[src/tag_store_pkg.sv]
// Sizes and shared types of the LLC tag store
// Operation enum, stored tag entry, request and result structs
package tag_store_pkg;

  // Cache geometry
  localparam int unsigned NUM_WAYS  = 4;
  localparam int unsigned WAY_BIN_W = $clog2(NUM_WAYS);
  localparam int unsigned INDEX_W   = 4;
  localparam int unsigned NUM_SETS  = 1 << INDEX_W;
  localparam int unsigned TAG_W     = 8;

  // Bit per way, one-hot or mask
  typedef logic [NUM_WAYS-1:0]  way_ind_t;
  // Binary way number
  typedef logic [WAY_BIN_W-1:0] way_bin_t;
  typedef logic [INDEX_W-1:0]   index_t;
  typedef logic [TAG_W-1:0]     tag_t;

  // Operations the tag store accepts
  typedef enum logic {
    OP_LOOKUP = 1'b0,
    OP_FLUSH  = 1'b1
  } tag_op_e;

  // Word held in each tag SRAM
  typedef struct packed {
    logic valid;
    logic dirty;
    tag_t tag;
  } tag_entry_t;

  // Read data of all ways at one index
  typedef tag_entry_t [NUM_WAYS-1:0] tag_entries_t;

  // Request payload
  typedef struct packed {
    tag_op_e  op;
    index_t   index;
    tag_t     tag;
    // Line will be dirty after this access
    logic     dirty;
    // Target way of a Flush, one-hot
    way_ind_t flush_way;
  } tag_req_t;

  // Result payload
  typedef struct packed {
    // Hit way, victim way or flushed way
    way_ind_t way;
    logic     hit;
    // Selected line is valid and dirty, needs write-back
    logic     evict;
    tag_t     evict_tag;
  } tag_res_t;

endpackage

[src/tag_sram.sv]
// Tag memory of one way
// Synchronous read and write, one cycle read latency, read-valid strobe
`timescale 1ns/1ps
module tag_sram (
  input  logic                      clk_i,
  input  logic                      rst_n_i,
  input  logic                      req_i,
  input  logic                      we_i,
  input  tag_store_pkg::index_t     index_i,
  input  tag_store_pkg::tag_entry_t wdata_i,
  output tag_store_pkg::tag_entry_t rdata_o,
  output logic                      rvalid_o
);
  import tag_store_pkg::*;

  tag_entry_t          mem_q [NUM_SETS];
  // Set once an entry was written since reset
  logic [NUM_SETS-1:0] init_q;
  tag_entry_t          rdata_q;
  logic                rvalid_q;

  // Reset clears every entry logically through its flag
  always_ff @(posedge clk_i) begin
    if (!rst_n_i) begin
      init_q <= '0;
    end else if (req_i && we_i) begin
      init_q[index_i] <= 1'b1;
    end
  end

  always_ff @(posedge clk_i) begin
    if (req_i && we_i) begin
      mem_q[index_i] <= wdata_i;
    end
    // Entries never written read back as zero
    if (req_i && !we_i) begin
      rdata_q <= init_q[index_i] ? mem_q[index_i] : '0;
    end
  end

  // Strobe one cycle after each read
  always_ff @(posedge clk_i) begin
    if (!rst_n_i) begin
      rvalid_q <= 1'b0;
    end else begin
      rvalid_q <= req_i && !we_i;
    end
  end

  assign rdata_o  = rdata_q;
  assign rvalid_o = rvalid_q;

endmodule

[src/tag_hit_detect.sv]
// Tag compare across all ways
// Hit vector and binary number of the hit way
`timescale 1ns/1ps
module tag_hit_detect (
  input  tag_store_pkg::tag_entries_t entries_i,
  input  tag_store_pkg::tag_t         tag_i,
  input  tag_store_pkg::way_ind_t     lock_i,
  output tag_store_pkg::way_ind_t     hit_o,
  output tag_store_pkg::way_bin_t     hit_bin_o
);
  import tag_store_pkg::*;

  way_ind_t tag_equ;
  way_ind_t tag_val;

  // Per-way compare of stored and looked-up tag
  always_comb begin
    for (int unsigned w = 0; w < NUM_WAYS; w++) begin
      tag_equ[w] = entries_i[w].tag == tag_i;
      tag_val[w] = entries_i[w].valid;
    end
  end

  // Scratchpad ways take no part in the search
  assign hit_o = tag_equ & tag_val & ~lock_i;

  // One-hot to binary, OR of the set positions
  always_comb begin
    hit_bin_o = '0;
    for (int unsigned w = 0; w < NUM_WAYS; w++) begin
      if (hit_o[w]) begin
        hit_bin_o = hit_bin_o | way_bin_t'(w);
      end
    end
  end

endmodule

[src/victim_select.sv]
// Victim way choice for a Lookup miss
// Invalid unlocked ways first, then global round-robin over unlocked ways
`timescale 1ns/1ps
module victim_select (
  input  logic                        clk_i,
  input  logic                        rst_n_i,
  input  tag_store_pkg::tag_entries_t entries_i,
  input  tag_store_pkg::way_ind_t     lock_i,
  input  logic                        advance_i,
  output tag_store_pkg::way_ind_t     victim_o,
  output logic                        found_o
);
  import tag_store_pkg::*;

  way_bin_t ptr_q;
  way_ind_t free_ways;
  way_bin_t free_bin;
  logic     free_any;
  way_bin_t rr_bin;
  logic     rr_any;
  way_bin_t victim_bin;

  // Unlocked ways holding no line
  always_comb begin
    for (int unsigned w = 0; w < NUM_WAYS; w++) begin
      free_ways[w] = !lock_i[w] && !entries_i[w].valid;
    end
  end

  // Downward scan, so the lowest free way wins
  always_comb begin
    free_bin = '0;
    free_any = 1'b0;
    for (int w = NUM_WAYS - 1; w >= 0; w--) begin
      if (free_ways[w]) begin
        free_bin = way_bin_t'(w);
        free_any = 1'b1;
      end
    end
  end

  // First unlocked way at or after the pointer, with wrap-around
  always_comb begin : rr_scan
    way_bin_t cand;
    rr_bin = ptr_q;
    rr_any = 1'b0;
    for (int unsigned k = 0; k < NUM_WAYS; k++) begin
      cand = ptr_q + way_bin_t'(k);
      if (!rr_any && !lock_i[cand]) begin
        rr_bin = cand;
        rr_any = 1'b1;
      end
    end
  end

  assign victim_bin = free_any ? free_bin : rr_bin;
  // No unlocked way means no victim at all
  assign found_o    = rr_any;
  assign victim_o   = found_o ? (way_ind_t'(1) << victim_bin) : '0;

  // Pointer moves past the way just replaced
  always_ff @(posedge clk_i) begin
    if (!rst_n_i) begin
      ptr_q <= '0;
    end else if (advance_i) begin
      ptr_q <= victim_bin + way_bin_t'(1);
    end
  end

endmodule

[src/tag_store_ctrl.sv]
// Tag store controller
// Operation FSM, request and result registers, SRAM read and write-back control
`timescale 1ns/1ps
module tag_store_ctrl (
  input  logic                        clk_i,
  input  logic                        rst_n_i,
  input  tag_store_pkg::tag_req_t     req_i,
  input  logic                        valid_i,
  output logic                        ready_o,
  output tag_store_pkg::tag_res_t     res_o,
  output logic                        valid_o,
  input  logic                        ready_i,
  output tag_store_pkg::way_ind_t     ram_req_o,
  output tag_store_pkg::way_ind_t     ram_we_o,
  output tag_store_pkg::index_t       ram_index_o,
  output tag_store_pkg::tag_entry_t   ram_wdata_o,
  input  tag_store_pkg::tag_entries_t entries_i,
  input  tag_store_pkg::way_ind_t     rvalid_i,
  input  tag_store_pkg::way_ind_t     hit_i,
  input  tag_store_pkg::way_bin_t     hit_bin_i,
  input  tag_store_pkg::way_ind_t     victim_i,
  input  logic                        found_i,
  output logic                        advance_o,
  output tag_store_pkg::tag_t         lookup_tag_o
);
  import tag_store_pkg::*;

  typedef enum logic [1:0] {
    IDLE,
    READ,
    RESPOND
  } state_e;

  state_e     state_q;
  // READ lasts two cycles, issue then data
  logic       data_phase_q;
  tag_req_t   req_q;
  tag_res_t   res_q;
  tag_res_t   res_d;
  logic       wb_q;
  logic       wb_d;
  tag_entry_t wb_entry_q;
  tag_entry_t wb_entry_d;
  logic       accept;
  logic       res_done;
  logic       is_lookup;
  logic       build_res;
  way_ind_t   sel_way;
  tag_entry_t sel_entry;
  tag_entry_t hit_entry;

  assign ready_o      = state_q == IDLE;
  assign valid_o      = state_q == RESPOND;
  assign res_o        = res_q;
  assign accept       = ready_o && valid_i;
  assign res_done     = valid_o && ready_i;
  assign is_lookup    = req_q.op == OP_LOOKUP;
  assign build_res    = (state_q == READ) && data_phase_q;
  assign lookup_tag_o = req_q.tag;
  assign hit_entry    = entries_i[hit_bin_i];

  // Way whose stored line decides evict and evict_tag
  always_comb begin
    if (!is_lookup) begin
      sel_way = req_q.flush_way;
    end else if (found_i) begin
      sel_way = victim_i;
    end else begin
      sel_way = '0;
    end
  end

  // One-hot mux, only ways that returned read data count
  always_comb begin
    sel_entry = '0;
    for (int unsigned w = 0; w < NUM_WAYS; w++) begin
      if (sel_way[w] && rvalid_i[w]) begin
        sel_entry = sel_entry | entries_i[w];
      end
    end
  end

  // Result and pending write-back for the current operation
  always_comb begin
    res_d      = '0;
    wb_d       = 1'b0;
    wb_entry_d = '0;
    advance_o  = 1'b0;
    if (is_lookup && (|hit_i)) begin
      res_d.way  = hit_i;
      res_d.hit  = 1'b1;
      // Dirty request on a clean line marks it dirty
      wb_d       = req_q.dirty && !hit_entry.dirty;
      wb_entry_d = '{valid: 1'b1, dirty: 1'b1, tag: req_q.tag};
    end else if (is_lookup) begin
      res_d.way       = sel_way;
      res_d.evict     = sel_entry.valid && sel_entry.dirty;
      res_d.evict_tag = sel_entry.tag;
      wb_d            = found_i;
      wb_entry_d      = '{valid: 1'b1, dirty: req_q.dirty, tag: req_q.tag};
      // A valid victim means round-robin made the choice
      advance_o       = build_res && found_i && sel_entry.valid;
    end else begin
      res_d.way       = sel_way;
      res_d.evict     = sel_entry.valid && sel_entry.dirty;
      res_d.evict_tag = sel_entry.tag;
      // Flush leaves the entry all zero
      wb_d            = 1'b1;
    end
  end

  // FSM
  always_ff @(posedge clk_i) begin
    if (!rst_n_i) begin
      state_q      <= IDLE;
      data_phase_q <= 1'b0;
      wb_q         <= 1'b0;
    end else begin
      case (state_q)
        IDLE: begin
          if (accept) begin
            state_q      <= READ;
            data_phase_q <= 1'b0;
          end
        end
        READ: begin
          data_phase_q <= !data_phase_q;
          if (data_phase_q) begin
            state_q <= RESPOND;
            wb_q    <= wb_d;
          end
        end
        RESPOND: begin
          if (res_done) begin
            state_q <= IDLE;
          end
        end
        default: state_q <= IDLE;
      endcase
    end
  end

  // Request and result payload
  always_ff @(posedge clk_i) begin
    if (accept) begin
      req_q <= req_i;
    end
    if (build_res) begin
      res_q      <= res_d;
      wb_entry_q <= wb_entry_d;
    end
  end

  // Read in the first READ cycle, write-back on the result handshake
  always_comb begin
    ram_req_o   = '0;
    ram_we_o    = '0;
    ram_wdata_o = wb_entry_q;
    if ((state_q == READ) && !data_phase_q) begin
      ram_req_o = is_lookup ? {NUM_WAYS{1'b1}} : req_q.flush_way;
    end else if (res_done && wb_q) begin
      ram_req_o = res_q.way;
      ram_we_o  = res_q.way;
    end
  end

  assign ram_index_o = req_q.index;

endmodule

[src/tag_store.sv]
// Tag store top level
// Per-way tag SRAMs, hit detection, victim selection and controller
`timescale 1ns/1ps
module tag_store (
  input  logic                    clk_i,
  input  logic                    rst_n_i,
  input  tag_store_pkg::tag_req_t req_i,
  input  logic                    valid_i,
  output logic                    ready_o,
  output tag_store_pkg::tag_res_t res_o,
  output logic                    valid_o,
  input  logic                    ready_i,
  input  tag_store_pkg::way_ind_t spm_lock_i
);
  import tag_store_pkg::*;

  way_ind_t     ram_req;
  way_ind_t     ram_we;
  way_ind_t     ram_rvalid;
  index_t       ram_index;
  tag_entry_t   ram_wdata;
  tag_entries_t entries;
  way_ind_t     hit;
  way_bin_t     hit_bin;
  way_ind_t     victim;
  logic         found;
  logic         advance;
  tag_t         lookup_tag;

  // One memory per way, shared index and write word
  for (genvar w = 0; w < NUM_WAYS; w++) begin : gen_ways
    tag_sram u_sram (
      .clk_i    (clk_i),
      .rst_n_i  (rst_n_i),
      .req_i    (ram_req[w]),
      .we_i     (ram_we[w]),
      .index_i  (ram_index),
      .wdata_i  (ram_wdata),
      .rdata_o  (entries[w]),
      .rvalid_o (ram_rvalid[w])
    );
  end

  tag_hit_detect u_hit (
    .entries_i (entries),
    .tag_i     (lookup_tag),
    .lock_i    (spm_lock_i),
    .hit_o     (hit),
    .hit_bin_o (hit_bin)
  );

  victim_select u_victim (
    .clk_i     (clk_i),
    .rst_n_i   (rst_n_i),
    .entries_i (entries),
    .lock_i    (spm_lock_i),
    .advance_i (advance),
    .victim_o  (victim),
    .found_o   (found)
  );

  tag_store_ctrl u_ctrl (
    .clk_i        (clk_i),
    .rst_n_i      (rst_n_i),
    .req_i        (req_i),
    .valid_i      (valid_i),
    .ready_o      (ready_o),
    .res_o        (res_o),
    .valid_o      (valid_o),
    .ready_i      (ready_i),
    .ram_req_o    (ram_req),
    .ram_we_o     (ram_we),
    .ram_index_o  (ram_index),
    .ram_wdata_o  (ram_wdata),
    .entries_i    (entries),
    .rvalid_i     (ram_rvalid),
    .hit_i        (hit),
    .hit_bin_i    (hit_bin),
    .victim_i     (victim),
    .found_i      (found),
    .advance_o    (advance),
    .lookup_tag_o (lookup_tag)
  );

endmodule

[config.mk]
export PLATFORM = sky130hd
export DESIGN_NAME = tag_store
export DESIGN_NICKNAME = d
export VERILOG_FILES = /design/src/tag_store_pkg.sv /design/src/tag_sram.sv /design/src/tag_hit_detect.sv /design/src/victim_select.sv /design/src/tag_store_ctrl.sv /design/src/tag_store.sv
export SDC_FILE = /design/constraint.sdc
export NUM_CORES = 1
export LEC_CHECK = 0
export BUFFER_PORTS_ARGS = -buffer_cell sky130_fd_sc_hd__buf_2
export CORE_MARGIN = 4
export CORE_UTILIZATION = 40
export CTS_CLUSTER_SIZE = 20
export DETAILED_ROUTE_END_ITERATION = 10
export PLACE_DENSITY = 0.68
export SKIP_CTS_REPAIR_TIMING = 1
export SLEW_MARGIN = 20
export SYNTH_ARGS = -nofsm -noshare
export SYNTH_HDL_FRONTEND = slang
export SYNTH_SLANG_ARGS = --single-unit
[constraint.sdc]
create_clock -name clk_i -period 2.3 [get_ports clk_i]
set_input_delay 0.23 -clock clk_i [delete_from_list [all_inputs] [get_ports clk_i]]
set_output_delay 0.23 -clock clk_i [all_outputs]
set_load 0.005 [all_outputs]
Word level (Yosys, flattened, before mapping)
Memories as Yosys holds them, arrays and structs flattened. A register that Yosys moved wholly into a read port is not among the register bits. Cells that the tools add are included.

Multiplexer cells: 71. Divide/modulo/power cells: 0. $lt $le $gt $ge: 7. Shift-type cells: 1. Equal/unequal tests: 9. Bitwise operators: 11. $add $sub $neg: 4. $mul: 0. Reduce and logical (&&, ||, !) cells: 59.

Operator list (count): bitwise OR 16 bit (4); 2-to-1 mux 10 bit (5); == test 8 bit (4); 2-to-1 mux 1 bit (32); logical AND 1 bit (30); bitwise OR 10 bit (3); 2-to-1 mux 4 bit (7); 2-to-1 mux 2 bit (13); logical NOT 1 bit (23); binary-select mux 10 bit (select 2 bit) (1); binary-select mux 1 bit (select 4 bit) (4); < comparator 2 x 3 -> 1 bit (second input constant) (5); 2-to-1 mux 9 bit (1); bitwise AND 4 bit (2); binary-select mux 1 bit (select 2 bit) (4); 2-to-1 mux 8 bit (1); case mux 2 bit (3 select lines) (1); < comparator 4 x 5 -> 1 bit (second input constant) (1); adder 2 x 1 -> 2 bit (second input constant) (2); adder 2 bit (second input constant) (2); demux 1 bit (select 4 bit) (1); greater-or-equal comparator 4 x 1 -> 1 bit (second input constant) (1); != test 2 bit (second input constant) (2); NOT 4 bit (1); 11 further kinds (12).

Bits in read-only memories: 0. Word-level logic and storage cells: 190. Output and inout bits: 16. Bits in latches: 0. Bits of input ports: 26. Memories kept: 4. Bits in writable memories: 640. Register bits after elaboration: 116.

Memory list: gen_ways[0].u_sram.mem_q (words 16, width 10, rd ports 1, clocked after Yosys merged registers in 1, write ports 1, line tag_sram.sv:16) `tag_entry_t mem_q [NUM_SETS];`; gen_ways[1].u_sram.mem_q (words 16, width 10, rd ports 1, clocked after Yosys merged registers in 1, write ports 1, line tag_sram.sv:16); gen_ways[2].u_sram.mem_q (words 16, width 10, rd ports 1, clocked after Yosys merged registers in 1, write ports 1, line tag_sram.sv:16); gen_ways[3].u_sram.mem_q (words 16, width 10, rd ports 1, clocked after Yosys merged registers in 1, write ports 1, line tag_sram.sv:16).

Longest topological paths before layout
Gate-level depths: netlist of run 1.

Depth after elaboration: 27. Gate-level depth with buffers: 14.

Hierarchy
A second synthesis of run 1 with hierarchy kept.

Cell total of the unflattened synthesis: 1566. Area total of the unflattened synthesis: 31343.8 um2.

By module, submodules not included: tag_sram at gen_ways[1].u_sram ... (cells each 328, instances 3, area each 7075.5 um2); tag_sram at gen_ways[0].u_sram (cells each 328, instances 1, area each 7154.4 um2); tag_store_ctrl (cells each 167, instances 1, area each 2242.2 um2); tag_hit_detect (cells each 50, instances 1, area each 417.9 um2); victim_select (cells each 37, instances 1, area each 302.8 um2).

Worst setup path after synthesis of run 1
OpenSTA, ideal clock, no wires.

Path type: input-to-reg. Start point: in spm_lock_i[3]. End point: reg u_ctrl.res_q (netlist bit u_ctrl.res_o[8]) (data pin). Cell stages on the path: 14. Setup slack: -0.156 ns. Arrival time: 2.185 ns. Data required time: 2.029 ns. Path through: buf_2 nor2b_1 o21ai_0 a31oi_1 o21ai_0 and2_1 inv_1 ha_1 a22oi_1 nor2b_1 clkbuf_2 a22o_1 a221oi_1 a211oi_1.

Cells in the longest elaborated chain, start to end: 24. Elaborated cells between the ends (all ways): 53. Those cells by class: shift: 1; mux: 30; bitwise: 5; reduce/logical: 17.

Ends and longest elaborated chain: from (decl) (line tag_store.sv:13) `input tag_store_pkg::way_ind_t spm_lock_i`; binary-select mux 1 bit (select 2 bit) (line victim_select.sv:49) `if (!rr_any && !lock_i[cand]) begin`; 2-to-1 mux 1 bit (implied by the code) (line victim_select.sv:49); logical NOT 1 bit (line victim_select.sv:49); logical AND 1 bit (line victim_select.sv:49); 2-to-1 mux 1 bit (line victim_select.sv:49); logical NOT 1 bit (line victim_select.sv:49); logical AND 1 bit (line victim_select.sv:49); 2-to-1 mux 1 bit (line victim_select.sv:49); [... 8 more ...]; 2-to-1 mux 10 bit (line tag_store_ctrl.sv:77) `if (sel_way[w] && rvalid_i[w]) begin`; bitwise OR 10 bit (line tag_store_ctrl.sv:78) `sel_entry = sel_entry | entries_i[w];`; 2-to-1 mux 10 bit (line tag_store_ctrl.sv:77); bitwise OR 10 bit (line tag_store_ctrl.sv:78); 2-to-1 mux 10 bit (line tag_store_ctrl.sv:77); bitwise OR 10 bit (line tag_store_ctrl.sv:78); 2-to-1 mux 10 bit (line tag_store_ctrl.sv:77); logical AND 1 bit (line tag_store_ctrl.sv:97, tag_store_ctrl.sv:105); to (signal assigned) (line tag_store_ctrl.sv:149) `res_q <= res_d;`; to (decl) (line tag_store_ctrl.sv:38) `tag_res_t res_q;`.

Parallel ways exist; a longest one is shown, timed or not. The select of a mux whose other input is x is not followed. A chain may end at the register's enable or synchronous reset.

Final worst setup path of run 1
Start point: reg u_ctrl.req_q (netlist bit u_ctrl.ram_index_o[0]). End point: reg, netlist name gen_ways[2].u_sram.rdata_o[8].

Cells in the longest elaborated chain, start to end: 3.

Ends and longest elaborated chain: from (decl) (line tag_store_ctrl.sv:37) `tag_req_t req_q;`; from (signal assigned) (line tag_store_ctrl.sv:146) `req_q <= req_i;`; binary-select mux 1 bit (select 4 bit) (line tag_sram.sv:37) `rdata_q <= init_q[index_i] ? mem_q[index_i] : '0;`; 2-to-1 mux 1 bit (implied by the code) (line tag_sram.sv:37); logical NOT 1 bit (no line).

Parallel ways exist; a longest one is shown, timed or not. The select of a mux whose other input is x is not followed.

==> metrics.cfg, run 1 <==
[routing]
route.detailed.drc = 0
via_per_inst = 5.549
drt-total-wl_um = 73890
initialDrtViolationCount = 1547
wl_per_cell_um = 25.74
num_vias = 15930
drtAntennaViolNets = 0
drtPass1Iterations = 5

[synthesis]
synth_compound_area_frac = 0.02863
netlist_area_um2 = 30850
synthTopCellsByArea = edfxtp_1 70%, mux4_2 16%, dfxtp_1 4.8%, o21a_1 1.6%, nor2b_1 1.2%
syn_nets = 1516
postSynthAreaPerCell_um2 = 20.76
yosys.area.top_type = edfxtp_1
synth_edf_count = 722
netlist-cell-type-count = 49
synthTopCellsByCount = 722 x edfxtp_1, 216 x mux4_2, 86 x nor2_1
synthMuxAreaShare = 0.1624
synth_seq_area_share = 0.7508
synth_top_area_frac = 0.7027
synth-warning-count = 0
synthCells = 1486
async_flop_share = 0
yosysMostFrequentCell = edfxtp_1
yosys_register_bits = 796
synthXorXnorAreaFrac = 0.009084
synthAdderAreaFrac = 0.001622
synth_top_family_by_area = multiplexers
ys.flop_type = edfxtp_1
yosys.area_share.simple = 0.03431

[worst_setup_path]
max_stage_delay_ns = 0.53
cp-start-kind = flip-flop
path_class = flip-flop to flip-flop
end_kind = flip-flop
slowest_stage = mux4_2
critPathRequiredTime_ns = 2.66
r2r-start = u_ctrl.ram_index_o[0]
critPathLaunch = u_ctrl.ram_index_o[0]
path_cells = buf_6 -> clkbuf_16 -> buf_12 -> clkbuf_16 -> mux4_2 -> mux4_2 -> nor2b_4
arrival_ns = 2.85
critPathMaxFanout = 5

[hold_path]
hp-start = valid_i
min_path_type = input port to flip-flop

[sta]
whs_ns = 0.002981
setup_viol = 51
setup_ws_ns = -0.1857
finClkSkew_ns = 0.02969
fmax_ghz = 0.4023
timing.slew.headroom = 0.3871
tns_ns = -5.984
worst_pin_slew_ns = 0.9193
grt_setup_unrepaired = true
fin_crit_sh = 1.081
finalMaxSlewViolations = 0
period_minus_slack_ns = 2.486
hold_violations = 0

[final_layout]
drive_above_1_share = 0.3761
layout.nets = 1805
diodes = 0
syn2layout_area_growth_pct = 22.62
fin_area_um2 = 37830

[job]
drv_cap = 0

[global_route]
grt_overflow = 0
grt_max_degree = 65
antenna_found_initial = 1
grt_pass1_vias = 15800
grt_pass1_wl_um = 105600
grt_usage = 0.1733

[floorplanning]
die_width_um = 285.7
num_io_pins = 42
fp.coreArea_um2 = 76200
die_height_um = 285.7
rows = 101
fp.dieArea_um2 = 81640
start_util = 0.4049

[place]
pre_cts_ws_ns = -0.2315
portBuffers = 41
place_congestion = 0.9037
place_area_um2 = 33700
dpl.hpwl_um = 44710

[clocking]
cts_made_buffers = 82
clock_path_buffers = 3
cts_tree = built
path_clk_slew_ns = 0.06
ctsHtreeMaxLevel = 3
insertion_delay_ns = 0.62
cts.sinks = 796
clockRootBuffer = clkbuf_16

[outcome]
violations = setup timing
status = finished, violations left

[power_and_ir_drop]
p_per_area_nw_per_um2 = 814.0
p_total_mw = 30.80
ir_worst_vdd_mv = 0.5381
p_leak_nw = 12.44

[layout make-up]
cell class                      count  area (um2)
Clock inverter                     39       327.8
Clock buffer                      110        2311
Timing Repair Buffer              284        2877
Inverter                            6       28.78
Multi-Input combinational cell    605        7830
Tap cell                         1030        1289
Fill cell                        5884       38370
Sequential cell                   796       23170
[metal layers]
layer | up-vias | share of wire | global-route usage
met3 | 135 | 0.072 | 0.03100
met1 | 8441 | 0.42 | 0.2460
met2 | 664 | 0.49 | 0.2777
li1 | 6685 | - | -
met4 | 2 | 0.025 | 0.04991
met5 | - | 0.00019 | 0
[worst paths after layout]
check	end	slack (ns)	cells past startpoint
setup / recovery	gen_ways[2].u_sram.rdata_o[8]	-0.19	7
hold / removal	u_ctrl.data_phase_q	0.003	4
setup reg to reg	gen_ways[2].u_sram.rdata_o[8]	-0.19	7
hold reg to reg	gen_ways[1].u_sram.init_q[14]	0.46	1
[stage by stage]
| step | util | instances |
|---|---|---|
| 2_1_floorplan | - | 1486 |
| 3_3_place_gp | 0.4423 | 2660 |
| 3_5_place_dp | 0.4423 | 2660 |
| 4_1_cts | 0.4769 | 2809 |
| 5_1_grt | 0.4964 | 2870 |
| 6_report | 0.4964 | 2870 |
[logic make-up (layout without fill, tap and decap cells)]
group / Yosys count / in the layout
simple gates: 220 / 220
buf+inv: 88 / 439
flops: 796 / 796
compound gates: 116 / 119
fa+ha+maj: 4 / 4
mux: 230 / 230
xor+xnor: 32 / 32
[registers in the layout (all words and copies together) (netlist names), 4 cells and up]
name,count
gen_ways.u_sram.mem_q,640
u_ctrl.lookup_tag_o,8
u_ctrl.ram_index_o,4
gen_ways.u_sram.init_q,64
u_ctrl.ram_wdata_o,10
gen_ways.u_sram.rdata_o,40
u_ctrl.res_o,14
u_ctrl.req_q,6
gen_ways.u_sram.rvalid_o,4
[power breakdown]
group | internal [mW] | switching [mW]
combinational | 1.03 | 0.937
clock | 7.61 | 5.35
sequential | 15.7 | 0.118
total | 24.4 | 6.41
[placed cells by master, fill, tap and decap left out, types with 15 or more instances in the layout]
cell type,n
buf_6,15
dfxtp_1,72
nor2_1,81
clkbuf_1,16
o21a_1,66
buf_12,33
mux4_2,216
nand2_1,33
buf_4,156
xor2_1,32
clkbuf_16,98
buf_2,41
dlygate4sd3_1,19
nor2b_1,26
edfxtp_1,722
nor2b_4,29
[critical path, delay by kind of cell, from the launching register on]
kind	cells	cell delay [ns]
multiplexers	2	1.00
buffers and inverters	4	0.62
flip-flops	1	0.45
AND/OR/NAND/NOR	1	0.15
No activity file was read; power rests on OpenSTA's default activity.
==> run 2: changes to the inputs <==
--- a/config.mk
+++ b/config.mk
@@ -11,6 +11,7 @@
 export CTS_CLUSTER_SIZE = 20
 export DETAILED_ROUTE_END_ITERATION = 10
 export PLACE_DENSITY = 0.68
+export SETUP_SLACK_MARGIN = 0.15
 export SKIP_CTS_REPAIR_TIMING = 1
 export SLEW_MARGIN = 20
 export SYNTH_ARGS = -nofsm -noshare
==> run 2 against run 1 <==
- the flow still finishes with violations (setup timing)
- global-route usage grew 0.32 points
- register-to-register slack barely moved
- largest power group unchanged
- combinational power grew 3%
- sequential share of layout area down 1.0 points
- largest cell class unchanged
- critical endpoint is now gen_ways[1].u_sram.rdata_o[6]
- worst setup slack lost 0.0040 ns
==> metrics.cfg, run 2 (synthesis results as in run 1) <==
[outcome]
status = finished, violations left
violations = setup timing

[sta]
period_minus_slack_ns = 2.490  ; +0.003989 ns
whs_ns = 0.04581  ; +0.04283 ns
fmax_ghz = 0.4017  ; -0.16%
finClkSkew_ns = 0.02051  ; -0.009175 ns
hold_violations = 0  ; unchanged
setup_viol = 51  ; unchanged
finalMaxSlewViolations = 0  ; unchanged
worst_pin_slew_ns = 0.7731  ; -0.1462 ns
grt_setup_unrepaired = true
timing.slew.headroom = 0.4846  ; +0.09747
fin_crit_sh = 1.082  ; +0.001734
setup_ws_ns = -0.1897  ; -0.003989 ns
tns_ns = -6.736  ; -0.7519 ns

[final_layout]
final_common_cell = edfxtp_1
layout_common_cells = 722 x edfxtp_1, 216 x mux4_2, 141 x buf_4, 102 x clkbuf_16, 72 x dfxtp_1
layout.nets = 1827  ; +1.2%
drive_above_1_share = 0.3977  ; +0.02166
fillers = 5875  ; -0.15%
largest_reg_flops = 640  ; unchanged
largest-register = gen_ways.u_sram.mem_q
syn2layout_area_growth_pct = 24.67
diodes = 0  ; unchanged

[power_and_ir_drop]
ir_worst_vdd_mv = 0.5744  ; +6.7%
p_leak_nw = 12.70  ; +2.1%
p_per_area_nw_per_um2 = 822.1  ; +0.99%
p_total_mw = 31.62  ; +2.7%

[clocking]
clock_path_buffers = 3  ; unchanged
ctsHtreeMaxLevel = 3  ; unchanged
insertion_delay_ns = 0.62  ; about the same
cts_made_buffers = 82  ; unchanged
clockRootBuffer = clkbuf_16
cts.sinks = 796  ; unchanged
path_clk_slew_ns = 0.06  ; about the same
cts_tree = built

[global_route]
antenna_found_initial = 0  ; -1
grt_max_degree = 65  ; unchanged
grt_usage = 0.1765  ; +0.003152
grt_overflow = 0  ; unchanged
grt_pass1_wl_um = 106700  ; +0.97%
grt_pass1_vias = 15710  ; -0.58%
busiest_layer = met2
use_met2 = 0.2762  ; -0.001506
met3_usage = 0.03578  ; +0.004781
grtUsageMet1 = 0.2536  ; +0.007549

[job]
drv_cap = 0  ; unchanged

[routing]
route.detailed.drc = 0  ; unchanged
drtPass1Iterations = 7  ; +2
initialDrtViolationCount = 1959  ; +27%
drt-total-wl_um = 76590  ; +3.7%
drtAntennaViolNets = 0  ; unchanged
wl_per_cell_um = 26.48  ; +2.8%
num_vias = 16010  ; +0.51%
via_per_inst = 5.533  ; -0.29%

[floorplanning]
rows = 101  ; unchanged
die_height_um = 285.7  ; unchanged
fp.coreArea_um2 = 76200  ; unchanged
die_width_um = 285.7  ; unchanged
fp.dieArea_um2 = 81640  ; unchanged
start_util = 0.4049  ; unchanged
num_io_pins = 42  ; unchanged

[hold_path]
min_path_type = input port to flip-flop

[place]
place_congestion = 0.8813  ; -2.5%
dpl.hpwl_um = 45660  ; +2.1%
portBuffers = 41  ; unchanged

[worst_setup_path]
end_kind = flip-flop
arrival_ns = 2.86  ; about the same
critPathMaxFanout = 7  ; +2
critPathRequiredTime_ns = 2.67  ; about the same
cp-start-kind = flip-flop
path_class = flip-flop to flip-flop

run 2: stage by stage:
stage | worst slack, ns | cell area [um2] | std cells | utilization
after floorplan | 0.05893 | 31010 | 1486 | -
after global placement | -0.2001 | 33850 | 2654 | 0.4442
after detailed placement | -0.2955 | 33850 | 2654 | 0.4442
after CTS | -0.3134 | 36650 | 2804 | 0.4809
after global routing | -0.2646 | 38460 | 2893 | 0.5048
final | -0.1897 | 38460 | 2893 | 0.5048
run 2: critical path: stages (launching register included):
cell,delay [ns]
edfxtp_1,0.43
buf_6,0.15
buf_12,0.17
buf_16,0.16
buf_12,0.14
mux4_2,0.55
mux4_2,0.50
nor2b_4,0.14
run 2: final timing paths:
check             cells past startpoint                         start                             to  slack (ns)
setup / recovery                      7         u_ctrl.ram_index_o[0]  gen_ways[1].u_sram.rdata_o[6]       -0.19
hold / removal                        3                       ready_i              u_ctrl.state_q[1]        0.05
setup reg to reg                      7         u_ctrl.ram_index_o[0]  gen_ways[1].u_sram.rdata_o[6]       -0.19
hold reg to reg                       1  gen_ways[0].u_sram.init_q[2]   gen_ways[0].u_sram.init_q[2]        0.46
run 2: routing by layer:
metal | vias up | routed length (um)
met1 | 8393 | 31290
li1 | 6724 | -
met2 | 761 | 36500
met3 | 130 | 6965
met4 | 0 | 1834
met5 | - | 0
run 2: final cells by class:
type | instances | area (um2) | share of cell area
Inverter | 6 | 28.78 | 0.0007482
Clock inverter | 44 | 523.0 | 0.01360
Tap cell | 1030 | 1289 | 0.03351
Timing Repair Buffer | 308 | 3337 | 0.08676
Timing Repair inverter | 1 | 5.005 | 0.0001301
Multi-Input combinational cell | 602 | 7835 | 0.2037
Sequential cell | 796 | 23170 | 0.6023
Clock buffer | 106 | 2278 | 0.05924
run 2: power breakdown:
| group | leakage [nW] | total [mW] | switching (mW) | internal, mW |
|---|---|---|---|---|
| logic | 4.22 | 2.01 | 0.956 | 1.06 |
| clock network | 1.37 | 13.7 | 5.40 | 8.34 |
| registers | 7.11 | 15.9 | 0.120 | 15.7 |
| total | 12.7 | 31.6 | 6.48 | 25.1 |
